[config.mk]
export PLATFORM = sky130hd
export DESIGN_NAME = opPathTop
export DESIGN_NICKNAME = d
export VERILOG_FILES = /design/src/design/opPathPkg.sv /design/src/design/decodeStage.sv /design/src/design/operandSelect.sv /design/src/design/executeStage.sv /design/src/design/resultPipe.sv /design/src/design/opPathTop.sv
export VERILOG_INCLUDE_DIRS = /design/src /design/src/design
export SDC_FILE = /design/constraint.sdc
export NUM_CORES = 2
export LEC_CHECK = 0
export ABC_CLOCK_PERIOD_IN_PS = 6600
export BUFFER_PORTS_ARGS = -buffer_cell sky130_fd_sc_hd__buf_2
export CORE_ASPECT_RATIO = 0.7
export CORE_MARGIN = 1
export CORE_UTILIZATION = 63
export CTS_BUF_LIST = sky130_fd_sc_hd__clkbuf_4
export DETAILED_ROUTE_END_ITERATION = 7
export PLACE_DENSITY = 0.8
export SYNTH_ARGS = -nofsm -noshare
export SYNTH_HDL_FRONTEND = slang
export SYNTH_SLANG_ARGS = --single-unit
[constraint.sdc]
create_clock -name clk -period 6.6 [get_ports clk]
set_input_delay 1.32 -clock clk [delete_from_list [all_inputs] [get_ports clk]]
set_output_delay 1.32 -clock clk [all_outputs]
set_load 0.01 [all_outputs]
[src/design/opPath_config.svh]
`ifndef OPPATH_CONFIG_SVH
`define OPPATH_CONFIG_SVH

// Width of one register and of every operand on the datapath.
`define DATA_WIDTH 32

// Width of a register number. The register file holds 2**REG_ADDR_WIDTH entries.
`define REG_ADDR_WIDTH 5

// Destination register of jal.
`define LINK_REG 31

// The link value skips the delay slot, so it is the instruction PC plus eight.
`define LINK_OFFSET 8

// Width of the immediate field of an I-type word.
`define IMM_WIDTH 16

`endif

[src/design/opPathPkg.sv]
`default_nettype none

`include "opPath_config.svh"

package opPathPkg;

	// R-type layout of an instruction word.
	typedef struct packed {
		logic [5:0]                 opcode;
		logic [`REG_ADDR_WIDTH-1:0] rs;
		logic [`REG_ADDR_WIDTH-1:0] rt;
		logic [`REG_ADDR_WIDTH-1:0] rd;
		logic [4:0]                 shamt;
		logic [5:0]                 funct;
	} rFormat;

	// I-type layout of the same word.
	typedef struct packed {
		logic [5:0]                 opcode;
		logic [`REG_ADDR_WIDTH-1:0] rs;
		logic [`REG_ADDR_WIDTH-1:0] rt;
		logic [`IMM_WIDTH-1:0]      imm16;
	} iFormat;

	typedef union packed {
		rFormat rView;
		iFormat iView;
	} instrWord;

	typedef enum logic [2:0] {aluAdd, aluSub, aluAnd, aluOr, aluSlt} aluOpT;

	typedef enum logic [1:0] {destRt, destRd, destLink} destSelT;

	typedef enum logic {bReg, bImm} bSelT;

	typedef enum logic [1:0] {resAlu, resLink} resultSelT;

	typedef enum logic [1:0] {fwdRegFile, fwdExMem, fwdMemWb} fwdSelT;

	typedef struct packed {
		logic                       valid;
		logic [`DATA_WIDTH-1:0]     pc;
		logic [`REG_ADDR_WIDTH-1:0] rs;
		logic [`REG_ADDR_WIDTH-1:0] rt;
		logic [`REG_ADDR_WIDTH-1:0] rd;
		logic [`DATA_WIDTH-1:0]     rsData;
		logic [`DATA_WIDTH-1:0]     rtData;
		logic [`DATA_WIDTH-1:0]     imm32;
		aluOpT                      aluOp;
		destSelT                    destSel;
		bSelT                       bSel;
		resultSelT                  resultSel;
	} idExBundle;

	// One result on its way to the register file.
	typedef struct packed {
		logic                       valid;
		logic [`REG_ADDR_WIDTH-1:0] destReg;
		logic [`DATA_WIDTH-1:0]     data;
	} resultBundle;

	typedef struct packed {
		fwdSelT                 aSel;
		fwdSelT                 bSel;
		logic [`DATA_WIDTH-1:0] exMemData;
		logic [`DATA_WIDTH-1:0] memWbData;
	} fwdBundle;

endpackage

`default_nettype wire

[src/design/decodeStage.sv]
`default_nettype none

`include "opPath_config.svh"

module decodeStage
	import opPathPkg::*;
(
	input  logic                   clk,
	input  logic                   rst,
	input  logic                   instrValid,
	input  instrWord               instr,
	input  logic [`DATA_WIDTH-1:0] pc,
	input  resultBundle            wb,
	output idExBundle              idEx
);

	localparam logic [5:0] opSpecial = 6'h00;
	localparam logic [5:0] opJal     = 6'h03;
	localparam logic [5:0] opAddi    = 6'h08;
	localparam logic [5:0] opOri     = 6'h0d;

	localparam logic [5:0] fnJalr = 6'h09;
	localparam logic [5:0] fnAdd  = 6'h20;
	localparam logic [5:0] fnSub  = 6'h22;
	localparam logic [5:0] fnAnd  = 6'h24;
	localparam logic [5:0] fnOr   = 6'h25;
	localparam logic [5:0] fnSlt  = 6'h2a;

	logic [`DATA_WIDTH-1:0] regFile [2**`REG_ADDR_WIDTH];
	logic [`DATA_WIDTH-1:0] rsData;
	logic [`DATA_WIDTH-1:0] rtData;
	logic [`DATA_WIDTH-1:0] imm32;
	logic                   known;
	aluOpT                  decAluOp;
	destSelT                decDest;
	bSelT                   decB;
	resultSelT              decResult;

	// Opcode zero is read through the R view, everything else through the I view.
	always_comb begin
		known = 1'b1;
		decAluOp = aluAdd;
		decDest = destRt;
		decB = bReg;
		decResult = resAlu;
		if (instr.rView.opcode == opSpecial) begin
			decDest = destRd;
			case (instr.rView.funct)
				fnAdd:   decAluOp = aluAdd;
				fnSub:   decAluOp = aluSub;
				fnAnd:   decAluOp = aluAnd;
				fnOr:    decAluOp = aluOr;
				fnSlt:   decAluOp = aluSlt;
				fnJalr:  decResult = resLink;
				default: known = 1'b0;
			endcase
		end else begin
			case (instr.iView.opcode)
				opAddi: decB = bImm;
				opOri: begin
					decB = bImm;
					decAluOp = aluOr;
				end
				opJal: begin
					decDest = destLink;
					decResult = resLink;
				end
				default: known = 1'b0;
			endcase
		end
	end

	// ori takes its immediate unsigned.
	assign imm32 = (instr.iView.opcode == opOri) ?
		{{(`DATA_WIDTH-`IMM_WIDTH){1'b0}}, instr.iView.imm16} :
		{{(`DATA_WIDTH-`IMM_WIDTH){instr.iView.imm16[`IMM_WIDTH-1]}}, instr.iView.imm16};

	// A register written on this edge is read as its new value.
	always_comb begin
		rsData = regFile[instr.rView.rs];
		rtData = regFile[instr.rView.rt];
		if (wb.valid && wb.destReg == instr.rView.rs) begin
			rsData = wb.data;
		end
		if (wb.valid && wb.destReg == instr.rView.rt) begin
			rtData = wb.data;
		end
	end

	always_ff @(posedge clk) begin
		if (rst) begin
			for (int i = 0; i < 2**`REG_ADDR_WIDTH; i++) begin
				regFile[i] <= '0;
			end
		end else if (wb.valid) begin
			regFile[wb.destReg] <= wb.data;
		end
	end

	always_ff @(posedge clk) begin
		if (rst) begin
			idEx.valid <= 1'b0;
		end else begin
			idEx.valid <= instrValid && known;
		end
		idEx.pc <= pc;
		idEx.rs <= instr.rView.rs;
		idEx.rt <= instr.rView.rt;
		idEx.rd <= instr.rView.rd;
		idEx.rsData <= rsData;
		idEx.rtData <= rtData;
		idEx.imm32 <= imm32;
		idEx.aluOp <= decAluOp;
		idEx.destSel <= decDest;
		idEx.bSel <= decB;
		idEx.resultSel <= decResult;
	end

	// The execute stage drops writes to register 0, so it keeps its reset value.
	regZeroStays: assert property (@(posedge clk) disable iff (rst) regFile[0] == '0)
		else $error("register 0 holds %h", regFile[0]);

endmodule

`default_nettype wire

[src/design/operandSelect.sv]
`default_nettype none

`include "opPath_config.svh"

module operandSelect
	import opPathPkg::*;
(
	input  idExBundle                  idEx,
	input  fwdBundle                   fwd,
	output logic [`DATA_WIDTH-1:0]     opA,
	output logic [`DATA_WIDTH-1:0]     opB,
	output logic [`DATA_WIDTH-1:0]     storeB,
	output logic [`REG_ADDR_WIDTH-1:0] destReg
);

	// One forwarding selector, used for both source operands.
	function automatic logic [`DATA_WIDTH-1:0] pickOperand(
		input fwdSelT                 sel,
		input logic [`DATA_WIDTH-1:0] regData,
		input fwdBundle               src
	);
		case (sel)
			fwdExMem: return src.exMemData;
			fwdMemWb: return src.memWbData;
			default:  return regData;
		endcase
	endfunction

	assign opA = pickOperand(fwd.aSel, idEx.rsData, fwd);

	// The forwarded rt value, before the immediate can replace it.
	assign storeB = pickOperand(fwd.bSel, idEx.rtData, fwd);

	always_comb begin
		case (idEx.bSel)
			bImm:    opB = idEx.imm32;
			default: opB = storeB;
		endcase
	end

	always_comb begin
		case (idEx.destSel)
			destRt:  destReg = idEx.rt;
			destRd:  destReg = idEx.rd;
			default: destReg = `REG_ADDR_WIDTH'(`LINK_REG);
		endcase
	end

	// The result pipe only ever asks for one of the three sources.
	always_comb begin
		if (idEx.valid) begin
			fwdSelLegal: assert (fwd.aSel inside {fwdRegFile, fwdExMem, fwdMemWb} &&
				fwd.bSel inside {fwdRegFile, fwdExMem, fwdMemWb})
				else $error("illegal forwarding select a=%h b=%h", fwd.aSel, fwd.bSel);
		end
	end

endmodule

`default_nettype wire

[src/design/executeStage.sv]
`default_nettype none

`include "opPath_config.svh"

module executeStage
	import opPathPkg::*;
(
	input  idExBundle   idEx,
	input  fwdBundle    fwd,
	output resultBundle exResult
);

	logic [`DATA_WIDTH-1:0]     opA;
	logic [`DATA_WIDTH-1:0]     opB;
	logic [`DATA_WIDTH-1:0]     aluOut;
	logic [`DATA_WIDTH-1:0]     linkValue;
	logic [`DATA_WIDTH-1:0]     result;
	logic [`REG_ADDR_WIDTH-1:0] destReg;
	logic                       lessThan;

	operandSelect operands (
		.idEx    (idEx),
		.fwd     (fwd),
		.opA     (opA),
		.opB     (opB),
		.storeB  (),
		.destReg (destReg)
	);

	// slt compares as two's complement.
	assign lessThan = $signed(opA) < $signed(opB);

	always_comb begin
		case (idEx.aluOp)
			aluAdd:  aluOut = opA + opB;
			aluSub:  aluOut = opA - opB;
			aluAnd:  aluOut = opA & opB;
			aluOr:   aluOut = opA | opB;
			aluSlt:  aluOut = {{(`DATA_WIDTH-1){1'b0}}, lessThan};
			default: aluOut = opA + opB;
		endcase
	end

	assign linkValue = idEx.pc + `DATA_WIDTH'(`LINK_OFFSET);

	always_comb begin
		case (idEx.resultSel)
			resLink: result = linkValue;
			default: result = aluOut;
		endcase
	end

	// A write to register 0 leaves as a bubble.
	assign exResult = '{
		valid:   idEx.valid && (destReg != '0),
		destReg: destReg,
		data:    result
	};

endmodule

`default_nettype wire

[src/design/resultPipe.sv]
`default_nettype none

`include "opPath_config.svh"

module resultPipe
	import opPathPkg::*;
(
	input  logic        clk,
	input  logic        rst,
	input  resultBundle exResult,
	input  idExBundle   idEx,
	output fwdBundle    fwd,
	output resultBundle wb
);

	resultBundle exMem;
	resultBundle memWb;

	always_ff @(posedge clk) begin
		if (rst) begin
			exMem.valid <= 1'b0;
			memWb.valid <= 1'b0;
		end else begin
			exMem.valid <= exResult.valid;
			memWb.valid <= exMem.valid;
		end
		exMem.destReg <= exResult.destReg;
		exMem.data <= exResult.data;
		memWb.destReg <= exMem.destReg;
		memWb.data <= exMem.data;
	end

	// MEM/WB is also the register file write port.
	assign wb = memWb;

	// The nearer result wins. Register 0 always comes from the register file.
	function automatic fwdSelT pickSource(
		input logic [`REG_ADDR_WIDTH-1:0] src,
		input resultBundle                near,
		input resultBundle                far
	);
		if (src == '0) begin
			return fwdRegFile;
		end
		if (near.valid && near.destReg == src) begin
			return fwdExMem;
		end
		if (far.valid && far.destReg == src) begin
			return fwdMemWb;
		end
		return fwdRegFile;
	endfunction

	assign fwd = '{
		aSel:      pickSource(idEx.rs, exMem, memWb),
		bSel:      pickSource(idEx.rt, exMem, memWb),
		exMemData: exMem.data,
		memWbData: memWb.data
	};

	// The execute stage filters register 0 two cycles earlier.
	wbDestNonZero: assert property (@(posedge clk) disable iff (rst)
		wb.valid |-> wb.destReg != '0)
		else $error("write-back to register 0");

endmodule

`default_nettype wire

[src/design/opPathTop.sv]
`default_nettype none

`include "opPath_config.svh"

module opPathTop
	import opPathPkg::*;
(
	input  logic                   clk,
	input  logic                   rst,
	input  logic                   instrValid,
	input  instrWord               instr,
	input  logic [`DATA_WIDTH-1:0] pc,
	output resultBundle            wb
);

	idExBundle   idEx;
	resultBundle exResult;
	fwdBundle    fwd;

	// The decode stage also takes wb as its register file write port.
	decodeStage decode (
		.clk        (clk),
		.rst        (rst),
		.instrValid (instrValid),
		.instr      (instr),
		.pc         (pc),
		.wb         (wb),
		.idEx       (idEx)
	);

	executeStage execute (
		.idEx     (idEx),
		.fwd      (fwd),
		.exResult (exResult)
	);

	resultPipe results (
		.clk      (clk),
		.rst      (rst),
		.exResult (exResult),
		.idEx     (idEx),
		.fwd      (fwd),
		.wb       (wb)
	);

endmodule

`default_nettype wire

# Word-level counts from Yosys, hierarchy flattened

Memories as Yosys holds them, arrays and structs flattened.
Cells that the tools add are included.

Bits in latches: 0
Memories: 1
Output and inout port bits: 38
Register bits after elaboration: 213
Logic and storage cells: 119
ROM bits: 0
Bits of input ports: 67
RAM bits: 1024

Bitwise gates (word level): 2
$add $sub $neg: 3
Shifts and indexed selects: 0
$lt $le $gt $ge: 1
Reduce and logical (&&, ||, !) cells: 17
$mul: 0
Multiplexer cells: 51
Equal/unequal tests: 25
Div/mod/pow operators: 0

Memory list:

| memory         | words | bits a word | read ports | clocked after memory_dff | wr ports | RTL line          | source |
|---|---|---|---|---|---|---|---|
| decode.regFile | 32    | 32          | 2          | 0                        | 32       | decodeStage.sv:29 | `` logic [`DATA_WIDTH-1:0] regFile [2**`REG_ADDR_WIDTH]; `` |

Operators with widths:

| cell                                           | count |
|---|---|
| two-way mux 32 bit                             | 5 |
| one-hot mux 32 bit (2 select lines)            | 2 |
| one-hot mux 32 bit (4 select lines)            | 1 |
| adder 32 bit                                   | 1 |
| adder 32 x 4 -> 32 bit (second input constant) | 1 |
| bitwise AND 32 bit                             | 1 |
| less-than comparator 32 bit                    | 1 |
| bitwise OR 32 bit                              | 1 |
| OR reduction 32 bit                            | 1 |
| subtractor 32 bit                              | 1 |
| == test 5 bit                                  | 6 |
| == test 6 bit (second input constant)          | 5 |
| two-way mux 2 bit                              | 15 |
| two-way mux 1 bit                              | 24 |
| == test 6 x 4 -> 1 bit (second input constant) | 3 |
| one-hot mux 3 bit (4 select lines)             | 1 |
| zero test 5 bit                                | 2 |
| one-hot mux 5 bit (2 select lines)             | 1 |
| == test 2 x 1 -> 1 bit (second input constant) | 4 |
| logical AND 1 bit                              | 8 |
| == test 3 x 2 -> 1 bit (second input constant) | 2 |
| == test 6 x 2 -> 1 bit (second input constant) | 1 |
| zero test 6 bit                                | 1 |
| OR reduction 6 bit                             | 1 |
| other kinds (9)                                | 10 |

# Depth between registers and ports, before layout

Depth in word-level cells: 15
Depth in mapped cells: 22
Mapped depth without buffers: 20

# By module

Synthesis repeated with hierarchy kept, for this count alone.

Cell total of the unflattened synthesis: 5552
Area total of the unflattened synthesis: 68710.9 µm²

Modules (own cells, without submodules):

| module        | area an instance (µm²) | sequential area each (µm²) | instances | cells each |
|---|---|---|---|---|
| decodeStage   | 58382.2                | 33372.0                    | 1         | 4160 |
| executeStage  | 5845.6                 | 0.0                        | 1         | 906 |
| resultPipe    | 2294.7                 | 1521.5                     | 1         | 178 |
| operandSelect | 2188.3                 | 0.0                        | 1         | 308 |

# Worst setup path before layout

No wires, ideal clock.

Path type: register -> register
Start: register results.memWb, in the netlist results.wb[35]
End: register results.exMem, in the netlist results.fwd[56]
Data required time: 6526 ps
Arrival time: 4897 ps
Cell stages (with the launch flop): 22
Setup time: 74 ps
Setup slack: 1629 ps
Path through: dfxtp_1 buf_1 xor2_1 nor3_1 nand3_1 or3_1 ha_1 clkbuf_1 clkbuf_1 a221oi_1 o31ai_1 ha_1 fa_1 o21bai_2 a2111oi_4 o211ai_2 a311o_1 a221o_1 a2111o_1 nand2_1 nand3b_1 a31oi_1

RTL lines:

| element         | RTL line         | source |
|---|---|---|
| start, declared | resultPipe.sv:17 | `resultBundle memWb;` |
| end, declared   | resultPipe.sv:16 | `resultBundle exMem;` |

==> results.cfg <==
[run_status]
outcome = complete, no violations

[placement]
dpl-instance-area_sq_um = 68800
io_buffers = 104
dp.cells = 6016
place_ws_ps = 761
gp_congestion = 0.982
hpwlAfterDp_um = 130000

[sta]
drv_slew = 0
hold_viol = 0
finClkSkew_ps = 94.2
setup_slack_ps = 519
setup_viol = 0
finalSetupTns_ps = 0
timing.final.crit_share_pct = 92.1
max_freq_mhz = 164
grt_setup_unrepaired = false
slew_headroom_pct = 11.1
fin_crit_ps = 6080
tightest_slew_ps = 1330

[logic_synthesis]
synth-seq-cells = 1231
syn_avg_cell_area_sq_um = 13.8
yosys-top-cells-area = edfxtp_1 (46%), mux4_2 (22%), and2_1 (9.6%), dfxtp_1 (6.2%), clkbuf_1 (2.2%)
syn_inst = 4860
synth_ff_type = edfxtp_1
yosysWarnings = 0
yosysTopAreaCellShare_pct = 45.9
synth_nets = 5030
synthArstFlopShare_pct = 0
synth_edf_count = 1024
ys_types = 77
synth_area_sq_um = 67000
synth_area_leader_cell = edfxtp_1
ys_seq_area_share_pct = 52.0

[worst_setup_path]
crit_path_cell_trace = xor2_1, nor3_1, nand3_1, or3_1, inv_1, ha_1, buf_4, a221oi_1, o31ai_1, ha_1, nor2_1, nand2_1, nor3_1, a21boi_0, a41o_1, o21ai_0, a311oi_1, a2111oi_0, a211o_1
path_class = flop to flop
cp_top_family = compound AO/OA/AOI/OAI gates
slowest_delay_ps = 650
endpoint_kind = flop
cpMaxStageDelayCell = ha_1
startpoint_type = flop
cp.required_ps = 7800
path_buf_inv = 2
crit_arrival_ps = 7280
path_max_fanout = 17

[clocking]
cts_made_buffers = 307
hold_buffers = 0
cts-root-buf = clkbuf_4
cts_tree = yes
clock_path_buffers = 4
cts_resized = 0
post-cts-setup-buffers = 0
htreeDepth = 5
path_clk_slew_ps = 80
clkSinkCount = 1231
clk_latency_ps = 1270

[die]
fp.dieW_um = 392
core_sq_um = 105000
die_h_um = 275
rows = 99
start_util_pct = 64.0
die_area_sq_um = 108000
ioPinCount = 105

[power]
switching_share_pct = 32.0
p_clk_share_pct = 32.1
power_frac_seq_pct = 47.9
peakVddDrop_mv = 0.299
power_density_nw_per_um2 = 271
switchingPower_mw = 6.27
power.internal_mw = 13.3
leakage_nw = 26.9
comb_power_share_pct = 20.0

[global_route]
antenna_found_initial = 8
grt_pass1_wl_um = 305000
track_usage_pct = 39.7
grt_overflow = 0
grt_pass1_vias = 45300
grt_max_degree = 96

[layout]
layout_common_cells = and2_1 (1028), edfxtp_1 (1024), mux4_2 (640), clkbuf_4 (439), dfxtp_1 (206)
final_area_sq_um = 72500
stdcell_count = 6548
final_layout_size_suffix_gt1_share_pct = 28.2
nets = 5081
final_common_cell = and2_1
syn_to_final_growth_pct = 8.11

[routing]
routedWlPerCell_um = 32.1
drc_errors = 0
vias = 45800
drtIter0Drc = 7096
totalWireLength_um = 210000
via_per_inst = 6.99
drtAntennaViolNets = 0
first_pass_iters = 8

[worst_hold_path]
hp-class = input port to flop

[flow_run]
maxCapViolations = 0
==> worst register-to-register path: stages (launching register included) <==
cell	delay (ps)
dfxtp_1	620
xor2_1	120
nor3_1	190
nand3_1	100
or3_1	370
inv_1	80
ha_1	650
buf_4	390
a221oi_1	140
o31ai_1	350
ha_1	460
nor2_1	440
nand2_1	200
nor3_1	250
a21boi_0	120
a41o_1	330
o21ai_0	430
a311oi_1	150
a2111oi_0	480
a211o_1	160
==> routing by layer <==
layer	vias up	track usage (%)	wire [um]
li1	18600	-	-
met1	22600	55.2	76100
met4	0	19.3	10600
met3	654	12.0	31900
met5	-	0	0
met2	3942	57.6	91600
==> sequential cells by signal, indices dropped and copies added (netlist names) <==
signal          count
decode.idEx       131
results.wb          6
decode.regFile   1024
results.exMem       6
results.fwd        64
==> power groups by stage <==
stage               registers (mW)  logic [mW]  clock network [mW]
floorplan                     9.20        2.69                   0
global placement              9.51        3.77                   0
detailed placement            9.54        3.80                   0
CTS                           9.37        3.81                6.33
global route                  9.44        4.10                6.71
finish                        9.39        3.93                6.29
==> final timing paths <==
check / from / endpoint / slack (ps) / cells past startpoint
worst min-delay path: pc[30] / decode.idEx[149] / 150 / 1
worst max register to register: results.wb[34] / results.fwd[62] / 520 / 19
worst min register to register: results.exMem[34] / results.wb[34] / 350 / 0
worst max-delay path: results.wb[34] / results.fwd[62] / 520 / 19
==> kinds of logic after synthesis <==
kind of cell	Yosys count	synth area share (%)
AND/OR/NAND/NOR	1585	13.5
flip-flops	1231	52.0
multiplexers	708	22.5
buffers and inverters	621	3.68
AO/OA/AOI/OAI	548	5.45
adder cells (fa/ha/maj)	104	1.96
XOR/XNOR	63	0.823
==> cell type report <==
cell class	instances	area [sq um]
Antenna cell	7	17.5
Clock buffer	439	3300
Clock inverter	86	390
Fill cell	7199	32300
Inverter	110	413
Multi-Input combinational cell	3008	29900
Sequential cell	1231	34900
Tap cell	1414	1770
Timing Repair Buffer	253	1810
==> cell usage after synthesis (16+ instances only) <==
| library cell | n |
|---|---|
| nor2_1 | 161 |
| o211ai_1 | 16 |
| nand3_1 | 34 |
| xnor2_1 | 28 |
| mux4_2 | 640 |
| a22oi_1 | 44 |
| clkbuf_1 | 385 |
| o31ai_1 | 44 |
| nor3_1 | 19 |
| and2_1 | 1028 |
| buf_4 | 34 |
| o21ai_0 | 130 |
| and3_1 | 16 |
| a21oi_1 | 130 |
| dfxtp_1 | 207 |
| ha_1 | 101 |
| edfxtp_1 | 1024 |
| mux2i_1 | 68 |
| xor2_1 | 35 |
| nand2_1 | 168 |
| inv_1 | 109 |
| or2_2 | 39 |
| a221oi_1 | 39 |
| buf_1 | 85 |
| nor2b_1 | 55 |
==> metrics by stage <==
| stage | util, % | total power [mW] | hold slack (ps) |
|---|---|---|---|
| 2_1_floorplan | - | 11.9 | 351 |
| 3_3_place_gp | 65.6 | 13.3 | 358 |
| 3_5_place_dp | 65.6 | 13.3 | 358 |
| 4_1_cts | 69.1 | 19.5 | 67.7 |
| 5_1_grt | 69.2 | 20.2 | 122 |
| 6_report | 69.2 | 19.6 | 151 |
No activity file was read; power rests on OpenSTA's default activity.
